`src/design/axi_mem_pkg.sv`:
```
/*
 * AXI memory credit path definitions.
 * Widths, channel payload structs, credit counter types and sizing constants.
 */
package axi_mem_pkg;

    // Memory geometry and burst limits
    localparam int MEM_WORDS = 64;
    localparam int MEM_IDX_W = $clog2(MEM_WORDS);
    localparam int MAX_RD_PER_REQ = 4;

    // Credit pools, each sized to its response buffer
    localparam int NUM_WRITE_CREDITS = 8;
    localparam int NUM_READ_CREDITS = 16;

    // Response codes
    localparam logic [1:0] RESP_OKAY = 2'd0;
    localparam logic [1:0] RESP_SLVERR = 2'd2;

    typedef logic [7:0] addr_t;
    typedef logic [31:0] data_t;
    typedef logic [3:0] strb_t;
    typedef logic [1:0] len_t;
    typedef logic [1:0] resp_t;

    // Counters just wide enough to hold the full credit count
    typedef logic [$clog2(NUM_WRITE_CREDITS + 1) - 1:0] wr_credit_t;
    typedef logic [$clog2(NUM_READ_CREDITS + 1) - 1:0] rd_credit_t;

    typedef struct packed {
        addr_t addr;
    } aw_t;

    typedef struct packed {
        data_t data;
        strb_t strb;
    } w_t;

    typedef struct packed {
        addr_t addr;
        len_t len;
    } ar_t;

    typedef struct packed {
        resp_t resp;
    } b_t;

    typedef struct packed {
        data_t data;
        resp_t resp;
        logic last;
    } r_t;

endpackage

```
`src/design/axi_mem_credit_path.sv`:
```
/*
 * Credit-protected memory path.
 * Credit gate in front of the memory device, with response buffers that
 * absorb the device's unthrottled responses.
 */
module axi_mem_credit_path
(
    input  logic              clk,
    input  logic              reset_n,
    input  axi_mem_pkg::aw_t  m_aw,
    input  logic              m_awvalid,
    output logic              m_awready,
    input  axi_mem_pkg::w_t   m_w,
    input  logic              m_wvalid,
    output logic              m_wready,
    input  axi_mem_pkg::ar_t  m_ar,
    input  logic              m_arvalid,
    output logic              m_arready,
    output axi_mem_pkg::b_t   m_b,
    output logic              m_bvalid,
    input  logic              m_bready,
    output axi_mem_pkg::r_t   m_r,
    output logic              m_rvalid,
    input  logic              m_rready
);

    // Gate to device
    axi_mem_pkg::aw_t s_aw;
    logic             s_awvalid;
    logic             s_awready;
    axi_mem_pkg::w_t  s_w;
    logic             s_wvalid;
    logic             s_wready;
    axi_mem_pkg::ar_t s_ar;
    logic             s_arvalid;
    logic             s_arready;

    // Device to buffers
    logic             b_push;
    axi_mem_pkg::b_t  b_push_data;
    logic             r_push;
    axi_mem_pkg::r_t  r_push_data;

    // Buffers to gate
    axi_mem_pkg::b_t  bb_data;
    logic             bb_valid;
    logic             bb_ready;
    axi_mem_pkg::r_t  rb_data;
    logic             rb_valid;
    logic             rb_ready;

    rsp_credit_gate gate0
    (
        .clk(clk), .reset_n(reset_n),
        .m_aw(m_aw), .m_awvalid(m_awvalid), .m_awready(m_awready),
        .m_w(m_w), .m_wvalid(m_wvalid), .m_wready(m_wready),
        .m_ar(m_ar), .m_arvalid(m_arvalid), .m_arready(m_arready),
        .m_b(m_b), .m_bvalid(m_bvalid), .m_bready(m_bready),
        .m_r(m_r), .m_rvalid(m_rvalid), .m_rready(m_rready),
        .s_aw(s_aw), .s_awvalid(s_awvalid), .s_awready(s_awready),
        .s_w(s_w), .s_wvalid(s_wvalid), .s_wready(s_wready),
        .s_ar(s_ar), .s_arvalid(s_arvalid), .s_arready(s_arready),
        .bb_data(bb_data), .bb_valid(bb_valid), .bb_ready(bb_ready),
        .rb_data(rb_data), .rb_valid(rb_valid), .rb_ready(rb_ready)
    );

    mem_responder mem0
    (
        .clk(clk), .reset_n(reset_n),
        .s_aw(s_aw), .s_awvalid(s_awvalid), .s_awready(s_awready),
        .s_w(s_w), .s_wvalid(s_wvalid), .s_wready(s_wready),
        .s_ar(s_ar), .s_arvalid(s_arvalid), .s_arready(s_arready),
        .b_push(b_push), .b_push_data(b_push_data),
        .r_push(r_push), .r_push_data(r_push_data)
    );

    // Each buffer is exactly as deep as its credit pool
    rsp_buffer #(
        .DEPTH(axi_mem_pkg::NUM_WRITE_CREDITS),
        .WIDTH($bits(axi_mem_pkg::b_t))
    ) b_buf
    (
        .clk(clk), .reset_n(reset_n),
        .push(b_push), .push_data(b_push_data),
        .out_data(bb_data), .out_valid(bb_valid), .out_ready(bb_ready)
    );

    rsp_buffer #(
        .DEPTH(axi_mem_pkg::NUM_READ_CREDITS),
        .WIDTH($bits(axi_mem_pkg::r_t))
    ) r_buf
    (
        .clk(clk), .reset_n(reset_n),
        .push(r_push), .push_data(r_push_data),
        .out_data(rb_data), .out_valid(rb_valid), .out_ready(rb_ready)
    );

endmodule

```
`src/design/mem_responder.sv`:
```
/*
 * Simple word-addressed memory device.
 * Executes single-beat writes and read bursts, and pushes every response
 * out with no flow control.
 */
module mem_responder
(
    input  logic              clk,
    input  logic              reset_n,
    input  axi_mem_pkg::aw_t  s_aw,
    input  logic              s_awvalid,
    output logic              s_awready,
    input  axi_mem_pkg::w_t   s_w,
    input  logic              s_wvalid,
    output logic              s_wready,
    input  axi_mem_pkg::ar_t  s_ar,
    input  logic              s_arvalid,
    output logic              s_arready,
    output logic              b_push,
    output axi_mem_pkg::b_t   b_push_data,
    output logic              r_push,
    output axi_mem_pkg::r_t   r_push_data
);

    typedef enum logic {
        RD_IDLE,
        RD_BURST
    } rd_state_t;

    axi_mem_pkg::data_t  mem [axi_mem_pkg::MEM_WORDS];
    rd_state_t           rd_state;
    axi_mem_pkg::addr_t  cur_addr;
    axi_mem_pkg::addr_t  beat_addr;
    axi_mem_pkg::len_t   beat_cnt;
    axi_mem_pkg::len_t   burst_len;
    logic                wr_go;
    logic                rd_go;
    logic                wr_in_range;
    logic                rd_in_range;
    logic                beat_last;

    // Address and data are taken together, so both readies rise as one
    assign wr_go = s_awvalid && s_wvalid;
    assign s_awready = wr_go;
    assign s_wready = wr_go;
    assign wr_in_range = (s_aw.addr < axi_mem_pkg::addr_t'(axi_mem_pkg::MEM_WORDS));

    // A new burst is only taken between bursts
    assign s_arready = (rd_state == RD_IDLE);
    assign rd_go = s_arvalid && s_arready;

    // Beat 0 comes straight from the request, later beats from the counter
    assign beat_addr = (rd_state == RD_IDLE) ? s_ar.addr : cur_addr;
    assign beat_last = (rd_state == RD_IDLE) ? (s_ar.len == '0) : (beat_cnt == burst_len);
    assign rd_in_range = (beat_addr < axi_mem_pkg::addr_t'(axi_mem_pkg::MEM_WORDS));

    // Strobed byte merge; out-of-range writes leave the array alone
    always_ff @(posedge clk)
    begin
        if (wr_go && wr_in_range)
        begin
            for (int i = 0; i < $bits(axi_mem_pkg::strb_t); i++)
            begin
                if (s_w.strb[i])
                    mem[s_aw.addr[axi_mem_pkg::MEM_IDX_W-1:0]][i*8 +: 8] <= s_w.data[i*8 +: 8];
            end
        end
    end

    // Response payloads, valid only when the matching push is high
    always_ff @(posedge clk)
    begin
        b_push_data.resp <= wr_in_range ? axi_mem_pkg::RESP_OKAY : axi_mem_pkg::RESP_SLVERR;
        if (rd_in_range)
        begin
            r_push_data.data <= mem[beat_addr[axi_mem_pkg::MEM_IDX_W-1:0]];
            r_push_data.resp <= axi_mem_pkg::RESP_OKAY;
        end
        else
        begin
            r_push_data.data <= '0;
            r_push_data.resp <= axi_mem_pkg::RESP_SLVERR;
        end
        r_push_data.last <= beat_last;
    end

    // Burst sequencing; the address wraps naturally within addr_t
    always_ff @(posedge clk)
    begin
        if (!reset_n)
        begin
            rd_state <= RD_IDLE;
            b_push <= 1'b0;
            r_push <= 1'b0;
        end
        else
        begin
            b_push <= wr_go;
            r_push <= rd_go || (rd_state == RD_BURST);
            case (rd_state)
                RD_IDLE:
                begin
                    if (rd_go && !beat_last)
                        rd_state <= RD_BURST;
                end
                RD_BURST:
                begin
                    if (beat_last)
                        rd_state <= RD_IDLE;
                end
                default:
                    rd_state <= RD_IDLE;
            endcase
        end
    end

    always_ff @(posedge clk)
    begin
        cur_addr <= beat_addr + 1'b1;
        if (rd_state == RD_IDLE)
        begin
            beat_cnt <= 2'd1;
            burst_len <= s_ar.len;
        end
        else
        begin
            beat_cnt <= beat_cnt + 1'b1;
        end
    end

endmodule

```
`src/design/req_fifo2.sv`:
```
/*
 * Two-entry request FIFO with valid/ready on both sides.
 * Enqueue and dequeue may happen in the same cycle.
 */
module req_fifo2
#(
    parameter int WIDTH = 8
)
(
    input  logic             clk,
    input  logic             reset_n,
    input  logic [WIDTH-1:0] enq_data,
    input  logic             enq_valid,
    output logic             enq_ready,
    output logic [WIDTH-1:0] first,
    output logic             deq_valid,
    input  logic             deq_ready
);

    logic [WIDTH-1:0] entries [2];
    logic             wr_ptr;
    logic             rd_ptr;
    logic [1:0]       count;
    logic             do_enq;
    logic             do_deq;

    // Only a completely full FIFO pushes back on the producer
    assign enq_ready = (count != 2'd2);
    assign deq_valid = (count != 2'd0);
    assign first = entries[rd_ptr];

    assign do_enq = enq_valid && enq_ready;
    assign do_deq = deq_valid && deq_ready;

    // Payload storage carries no reset
    always_ff @(posedge clk)
    begin
        if (do_enq)
        begin
            entries[wr_ptr] <= enq_data;
        end
    end

    always_ff @(posedge clk)
    begin
        if (!reset_n)
        begin
            wr_ptr <= 1'b0;
            rd_ptr <= 1'b0;
            count <= 2'd0;
        end
        else
        begin
            if (do_enq)
                wr_ptr <= ~wr_ptr;
            if (do_deq)
                rd_ptr <= ~rd_ptr;
            // A simultaneous enqueue and dequeue leaves the count unchanged
            if (do_enq && !do_deq)
                count <= count + 2'd1;
            else if (!do_enq && do_deq)
                count <= count - 2'd1;
        end
    end

endmodule

```
`src/design/rsp_buffer.sv`:
```
/*
 * Response buffer for a device without flow control.
 * Pushes are always taken and the contents drain over valid/ready.
 */
module rsp_buffer
#(
    parameter int DEPTH = 8,
    parameter int WIDTH = 8
)
(
    input  logic             clk,
    input  logic             reset_n,
    input  logic             push,
    input  logic [WIDTH-1:0] push_data,
    output logic [WIDTH-1:0] out_data,
    output logic             out_valid,
    input  logic             out_ready
);

    logic [WIDTH-1:0]             storage [DEPTH];
    logic [$clog2(DEPTH)-1:0]     wr_ptr;
    logic [$clog2(DEPTH)-1:0]     rd_ptr;
    logic [$clog2(DEPTH + 1)-1:0] count;
    logic                         pop;

    assign out_valid = (count != '0);
    assign out_data = storage[rd_ptr];
    assign pop = out_valid && out_ready;

    // Room for every push is guaranteed by the credit gate upstream
    always_ff @(posedge clk)
    begin
        if (push)
        begin
            storage[wr_ptr] <= push_data;
        end
    end

    always_ff @(posedge clk)
    begin
        if (!reset_n)
        begin
            wr_ptr <= '0;
            rd_ptr <= '0;
            count <= '0;
        end
        else
        begin
            // Pointers wrap explicitly so DEPTH need not be a power of two
            if (push)
            begin
                if (wr_ptr == ($clog2(DEPTH))'(DEPTH - 1))
                    wr_ptr <= '0;
                else
                    wr_ptr <= wr_ptr + 1'b1;
            end
            if (pop)
            begin
                if (rd_ptr == ($clog2(DEPTH))'(DEPTH - 1))
                    rd_ptr <= '0;
                else
                    rd_ptr <= rd_ptr + 1'b1;
            end
            if (push && !pop)
                count <= count + 1'b1;
            else if (!push && pop)
                count <= count - 1'b1;
        end
    end

endmodule

```
`src/design/rsp_credit_gate.sv`:
```
/*
 * Response credit gate.
 * Holds queued write and read addresses until the response buffers are
 * certain to have room, and restores credits as responses drain.
 */
module rsp_credit_gate
(
    input  logic              clk,
    input  logic              reset_n,

    input  axi_mem_pkg::aw_t  m_aw,
    input  logic              m_awvalid,
    output logic              m_awready,
    input  axi_mem_pkg::w_t   m_w,
    input  logic              m_wvalid,
    output logic              m_wready,
    input  axi_mem_pkg::ar_t  m_ar,
    input  logic              m_arvalid,
    output logic              m_arready,
    output axi_mem_pkg::b_t   m_b,
    output logic              m_bvalid,
    input  logic              m_bready,
    output axi_mem_pkg::r_t   m_r,
    output logic              m_rvalid,
    input  logic              m_rready,

    output axi_mem_pkg::aw_t  s_aw,
    output logic              s_awvalid,
    input  logic              s_awready,
    output axi_mem_pkg::w_t   s_w,
    output logic              s_wvalid,
    input  logic              s_wready,
    output axi_mem_pkg::ar_t  s_ar,
    output logic              s_arvalid,
    input  logic              s_arready,

    input  axi_mem_pkg::b_t   bb_data,
    input  logic              bb_valid,
    output logic              bb_ready,
    input  axi_mem_pkg::r_t   rb_data,
    input  logic              rb_valid,
    output logic              rb_ready
);

    axi_mem_pkg::wr_credit_t wr_credits;
    axi_mem_pkg::rd_credit_t rd_credits;
    axi_mem_pkg::rd_credit_t rd_charge;
    logic                    wr_req_valid;
    logic                    rd_req_valid;
    logic                    fwd_wr;
    logic                    fwd_rd;
    logic                    wr_ret;
    logic                    wr_ret_q;
    logic                    wr_ret_q2;
    logic                    rd_ret;
    logic                    rd_ret_q;
    logic                    rd_ret_q2;

    // Write data and both response channels pass through untouched
    assign s_w = m_w;
    assign s_wvalid = m_wvalid;
    assign m_wready = s_wready;

    assign m_b = bb_data;
    assign m_bvalid = bb_valid;
    assign bb_ready = m_bready;
    assign m_r = rb_data;
    assign m_rvalid = rb_valid;
    assign rb_ready = m_rready;

    req_fifo2 #(.WIDTH($bits(axi_mem_pkg::aw_t))) aw_fifo
    (
        .clk       (clk),
        .reset_n   (reset_n),
        .enq_data  (m_aw),
        .enq_valid (m_awvalid),
        .enq_ready (m_awready),
        .first     (s_aw),
        .deq_valid (wr_req_valid),
        .deq_ready (fwd_wr)
    );

    req_fifo2 #(.WIDTH($bits(axi_mem_pkg::ar_t))) ar_fifo
    (
        .clk       (clk),
        .reset_n   (reset_n),
        .enq_data  (m_ar),
        .enq_valid (m_arvalid),
        .enq_ready (m_arready),
        .first     (s_ar),
        .deq_valid (rd_req_valid),
        .deq_ready (fwd_rd)
    );

    // Each write produces exactly one response, so one credit suffices
    assign s_awvalid = wr_req_valid && (wr_credits != '0);
    assign fwd_wr = s_awvalid && s_awready;

    // A read is admitted on the worst-case burst, since the length field
    // is only trusted for the charge
    assign s_arvalid = rd_req_valid &&
                       (rd_credits >= axi_mem_pkg::rd_credit_t'(axi_mem_pkg::MAX_RD_PER_REQ));
    assign fwd_rd = s_arvalid && s_arready;
    assign rd_charge = axi_mem_pkg::rd_credit_t'(s_ar.len) + 1'b1;

    // Responses leaving the buffers, observed at the buffer handshake
    assign wr_ret = bb_valid && bb_ready;
    assign rd_ret = rb_valid && rb_ready;

    always_ff @(posedge clk)
    begin
        if (!reset_n)
        begin
            wr_ret_q <= 1'b0;
            wr_ret_q2 <= 1'b0;
            rd_ret_q <= 1'b0;
            rd_ret_q2 <= 1'b0;
            wr_credits <= axi_mem_pkg::wr_credit_t'(axi_mem_pkg::NUM_WRITE_CREDITS);
            rd_credits <= axi_mem_pkg::rd_credit_t'(axi_mem_pkg::NUM_READ_CREDITS);
        end
        else
        begin
            // Two register stages keep the return path off the critical path
            wr_ret_q <= wr_ret;
            wr_ret_q2 <= wr_ret_q;
            rd_ret_q <= rd_ret;
            rd_ret_q2 <= rd_ret_q;

            // A forward and a return on one edge cancel out
            if (fwd_wr && !wr_ret_q2)
                wr_credits <= wr_credits - 1'b1;
            else if (!fwd_wr && wr_ret_q2)
                wr_credits <= wr_credits + 1'b1;

            if (fwd_rd)
                rd_credits <= rd_credits + axi_mem_pkg::rd_credit_t'(rd_ret_q2) - rd_charge;
            else
                rd_credits <= rd_credits + axi_mem_pkg::rd_credit_t'(rd_ret_q2);
        end
    end

endmodule

```
`config.mk`:
```
export PLATFORM = sky130hd
export DESIGN_NAME = axi_mem_credit_path
export DESIGN_NICKNAME = d
export VERILOG_FILES = /design/src/design/axi_mem_pkg.sv /design/src/design/axi_mem_credit_path.sv /design/src/design/mem_responder.sv /design/src/design/req_fifo2.sv /design/src/design/rsp_buffer.sv /design/src/design/rsp_credit_gate.sv
export SDC_FILE = /design/constraint.sdc
export NUM_CORES = 2
export LEC_CHECK = 0
export BUFFER_PORTS_ARGS = -buffer_cell sky130_fd_sc_hd__buf_2
export CORE_MARGIN = 2
export CORE_UTILIZATION = 38
export DETAILED_ROUTE_END_ITERATION = 6
export GPL_TIMING_DRIVEN = 0
export SLEW_MARGIN = 10
export SYNTH_ARGS = -nofsm -noshare
export SYNTH_HDL_FRONTEND = slang
export SYNTH_SLANG_ARGS = --single-unit
```
`constraint.sdc`:
```
create_clock -name clk -period 2.9 [get_ports clk]
set_input_delay 0.435 -clock clk [delete_from_list [all_inputs] [get_ports clk]]
set_output_delay 0.435 -clock clk [all_outputs]
set_load 0.05 [all_outputs]
```
Yosys cells after proc, flatten, opt, wreduce, memory -nomap -nowiden
Memories as Yosys holds them, arrays and structs flattened. A register that Yosys moved wholly into a read port is not among the register bits.
Index checks and enable logic that the tools add are counted.
- add/subtract/negate cells: 19
- multiplexer cells: 50
- bitwise gates (word level): 5
- reduce and logical (&&, ||, !) cells: 47
- eq/ne operators: 7
- magnitude comparators: 3
- operators with widths (operator ; count):
    $mux 4 ; 8
    $mux 1 ; 27
    $logic_and 1x1->1 ; 23
    $add 4x1->4 const B ; 4
    $lt 8x7->1 const B ; 2
    $mux 5 ; 3
    $reduce_bool 2->1 ; 7
    $logic_not 1->1 ; 12
    $mux 2 ; 6
    $mux 3 ; 4
    $add 8x1->8 const B ; 1
    $eq 4x4->1 const B ; 2
    $mux 8 ; 1
    $reduce_bool 4->1 ; 2
    $sub 4x1->4 const B ; 2
    $add 2x1->2 const B ; 3
    $add 3x1->3 const B ; 2
    $eq 3x3->1 const B ; 2
    $add 5x1->5 ; 1
    $add 5x1->5 const B ; 1
    $ge 5x3->1 const B ; 1
    $not 1->1 ; 5
    $reduce_bool 5->1 ; 1
    $sub 5x1->5 const B ; 1
    other kinds (8) ; 10
- logic and storage cells: 163
- bits in writable memories: 2660
- memories: 5
- register bits: 64
- output and inout port bits: 42
- input bits: 61
- memories (name ; words ; width ; read ports ; clocked after Yosys merged registers in ; wr ports ; line ; RTL):
    mem0.mem ; 64 ; 32 ; 1 ; 1 ; 1 ; mem_responder.sv:30 ; axi_mem_pkg::data_t mem [axi_mem_pkg::MEM_WORDS];
    r_buf.storage ; 16 ; 35 ; 1 ; 1 ; 1 ; rsp_buffer.sv:20 ; logic [WIDTH-1:0] storage [DEPTH];
    gate0.ar_fifo.entries ; 2 ; 10 ; 1 ; 1 ; 1 ; req_fifo2.sv:20 ; logic [WIDTH-1:0] entries [2];
    b_buf.storage ; 8 ; 2 ; 1 ; 1 ; 1 ; rsp_buffer.sv:20 ;
    gate0.aw_fifo.entries ; 2 ; 8 ; 1 ; 1 ; 1 ; req_fifo2.sv:20 ;

Logic depth before layout (Yosys ltp)
- word-level depth: 8
- depth in mapped cells: 13
- gate-level depth less buffers: 13

Cells and area by module
A second synthesis with hierarchy kept.
- cells, all modules: 9449
- area total of the unflattened synthesis: 121252.5 um2
- modules (own cells, without submodules) (module ; cells an instance ; times used ; sequential area each (um2) ; area each (um2)):
    mem_responder ; 8126 ; 1 ; 62520.0 ; 95002.4
    rsp_buffer at r_buf ; 962 ; 1 ; 17156.5 ; 21859.7
    rsp_credit_gate ; 161 ; 1 ; 260.2 ; 1340.0
    rsp_buffer at b_buf ; 95 ; 1 ; 740.7 ; 1280.0
    req_fifo2 at gate0.ar_fifo ; 55 ; 1 ; 700.7 ; 960.9
    req_fifo2 at gate0.aw_fifo ; 50 ; 1 ; 580.6 ; 809.5

Worst setup path after synthesis
Ideal clock, no wire load.
- path type: register -> output
- start point: register with a tool-made name
- end point: output port m_r[0] (netlist bit)
- buffers on the path: 3
- data arrival time: 2.559 ns
- stages on the path, launching flop included: 6
- setup slack: -0.094 ns
- data required time: 2.465 ns
- cells stage by stage: dfxtp_1 > clkbuf_1 > buf_2 > buf_1 > mux4_2 > mux4_2
- RTL lines (what ; line ; RTL):
    to (decl) ; axi_mem_credit_path.sv:22 ; output axi_mem_pkg::r_t m_r,

==> flow_summary.yaml <==
outcome:
  status: "finished with violations"
  violations: "design-rule violations, negative setup slack"
yosys:
  yosys.area_share.simple: 0.0611
  synth_compound_area_frac: 0.0321
  ys_seq_area_frac: 0.764
  yosysWarnings: 0
  synth_edf_count: 2638
  synth.largest_area_cell: "edfxtp_1"
  ys.flop_type: "edfxtp_1"
  synth_top_family_by_area: "multiplexers"
  synth_area_um2: 106000
  synth.distinct_cells: 69
  synth_top_area_share: 0.745
  synthArstFlopShare: 0
  syn-instance-count: 5910
  yosys.cell_count.top_type: "edfxtp_1"
  yosys-top-cells-count: "edfxtp_1 (2638), nand2_1 (697), mux4_2 (419), nor2_1 (364), mux2i_1 (292)"
  synthMuxAreaShare: 0.120
  synth_xor_area_frac: 0.00296
  synthAdderAreaFrac: 0.00398
  yosys-top-cells-area: "edfxtp_1 (74%), mux4_2 (8.9%), mux2i_1 (2.7%), nand2_1 (2.5%), dfxtp_1 (1.9%)"
  syn_area_per_cell_um2: 18.0
  synth-seq-cells: 2739
sta:
  setup-violations-final: 554
  fmax_ghz: 0.255
  finalCritPeriodShare: 1.35
  report.final.slew_viol_count: 0
  fin_skew_ns: 0.0451
  hold_ws_ns: 0.0999
  layout_setup_ws_ns: -1.02
  maxSlewHeadroom: 0.123
  period_minus_slack_ns: 3.92
  rsz0062_at_grt: "true"
  hold_violations: 0
  tightest_slew_ns: 1.32
route:
  drt-initial-drc-count: 10200
  vias_per_cell: 5.99
  wl_per_cell_um: 37.4
  wl_met3_mm: 48.7
  drc: 1
  wl_met1_mm: 139
  ant_nets: 0
  vias: 62600
  routed_wl_mm: 391
  top_layer: "met5"
  wl_met2_mm: 174
  dr.pass1.iters: 7
min_path:
  hp-class: "primary input to register"
placed_design:
  gp_congestion: 1.05
  io_buffer_count: 100
  hpwl_mm: 261
  post_dp_cell_area_um2: 112000
clocking:
  cts_tree: "done"
  clk_pin_slew_ns: 0.06
  cts_root_buffer: "clkbuf_16"
  htree_levels: 5
  cts_sinks: 2739
  clock_latency_ns: 0.89
  clockBufferDepth: 4
  cts_buffers: 285
floorplan:
  die-area_um2: 284000
  rows: 194
  pin_count: 103
  fp.dieW_um: 533
  core_area_um2: 279000
  initial_core_util: 0.381
  die_h_um: 533
finish:
  final_nets: 6588
  fin_area_um2: 130000
  area_growth_pct: 21.9
  drive_above_1_share: 0.302
global_routing:
  grt_max_degree: 65
  grt-ovfl-total: 0
  grtUsageTotal: 0.267
  grt_pass1_vias: 59300
  antenna_found_initial: 47
  grt_pass1_wl_mm: 514
setup_path:
  crit_path_max_fanout: 8
  cp-start-kind: "register"
  worstPathRequired_ns: 3.63
  crit_type: "register to register"
  cp-end-kind: "register"
  worst-endpoint-arrival_ns: 4.66
pwr:
  p_leak_nw: 41.4
  ir_drop_uv: 914
  power_density_nw_per_um2: 983
run:
  cap_violations: 0
==> what timing repair did <==
item	4_1_cts	5_1_grt
gates cloned	0	5
resized for setup	1034	771
pin swaps	32	127
setup buffers	31	128
endpoints found under the setup margin	2129	2128
endpoints found under the hold margin	49	2
hold buffers	23	1
==> through the flow <==
stage               utilization  power (W)  instances  TNS (ns)  setup slack [ns]
floorplan                     -     0.0645       5911         0            0.0437
global placement          0.400     0.0824       9735  -3405.24             -4.02
detailed placement        0.402     0.0829       9750  -3121.21             -3.19
CTS                       0.448      0.122      10300  -1204.37            -0.803
global route              0.465      0.129      10400   -108.95            -0.881
finish                    0.465      0.128      10500    -55.18             -1.02
==> metal layers <==
| layer | vias up | GRT usage |
|---|---|---|
| li1 | 24800 | - |
| met1 | 32300 | 0.332 |
| met2 | 4439 | 0.406 |
| met3 | 1124 | 0.0874 |
| met4 | 20 | 0.161 |
| met5 | - | 0.00366 |
==> area by class of cell <==
class	count	area, µm²
timing repair buffer	303	3620
fill	23300	149000
clock buffer	361	7680
inverter	38	151
tap	3724	4660
sequential	2739	81300
buffer	315	3460
antenna	32	80.1
multi-input combinational	2813	27600
clock inverter	136	1230
==> power by group <==
| group | switching [W] | total (W) | internal, W |
|---|---|---|---|
| Combinational | 0.0308 | 0.0460 | 0.0152 |
| Sequential | 0.000840 | 0.0456 | 0.0447 |
| Clock | 0.0154 | 0.0360 | 0.0205 |
==> final timing paths <==
check	start	to	slack [ns]	depth (start not counted)
worst min register to register	gate0.wr_ret_q$_SDFF_PN0_	gate0.wr_ret_q2$_SDFF_PN0_	0.44	1
worst min-delay path	m_w[13]	mem0.mem[60][9]$_DFFE_PP_	0.1	2
worst max-delay path	register	mem0.r_push_data[17]$_SDFF_PP0_	-1.02	10
worst max register to register	register	mem0.r_push_data[17]$_SDFF_PP0_	-1.02	10
==> registers in the layout, indices dropped and copies added, names as in the netlist, 2 cells and up, named ones only <==
register,flops
gate0.aw_fifo.entries,16
r_buf.count,5
gate0.ar_fifo.count,2
b_buf.count,4
b_buf.storage,8
b_buf.wr_ptr,3
r_buf.rd_ptr,4
b_buf.rd_ptr,3
r_buf.wr_ptr,4
mem0.mem,2048
gate0.rd_credits,5
gate0.wr_credits,4
r_buf.storage,544
gate0.ar_fifo.entries,20
mem0.beat_cnt,2
mem0.burst_len,2
mem0.r_push_data,34
gate0.aw_fifo.count,2
mem0.cur_addr,8
==> critical path, stage by stage, from the launching register on <==
cell     delay, ns
dfxtp_4       0.37
mux2_4        0.37
o21ai_4       0.32
inv_6         0.11
buf_12        0.18
buf_16        0.16
buf_16        0.17
mux4_2        0.46
a22oi_2       0.37
nand4_1       0.60
a211o_4       0.58
==> cells by family after synthesis <==
logic type / count (synthesis)
XOR/XNOR: 36
buffers and inverters: 359
AO/OA/AOI/OAI: 480
adder cells (fa/ha/maj): 32
other: 1
multiplexers: 748
flip-flops: 2739
AND/OR/NAND/NOR: 1515
==> placed cells by master (no fill, tap or decap), drive strengths merged, types with 20 or more instances in the layout <==
master,instances
a21oi,122
a22oi,69
and2,23
and3,25
buf,496
bufinv,20
clkbuf,458
clkinv,95
dfxtp,101
diode,32
dlygate4sd3,24
edfxtp,2638
ha,29
inv,49
mux2,36
mux2i,293
mux4,419
nand2,698
nand3,287
nor2,364
nor4,31
o2111ai,33
o211ai,23
o221ai,23
o22ai,49
or3,20
xor2,20
Power figures use the tool's default switching activity.
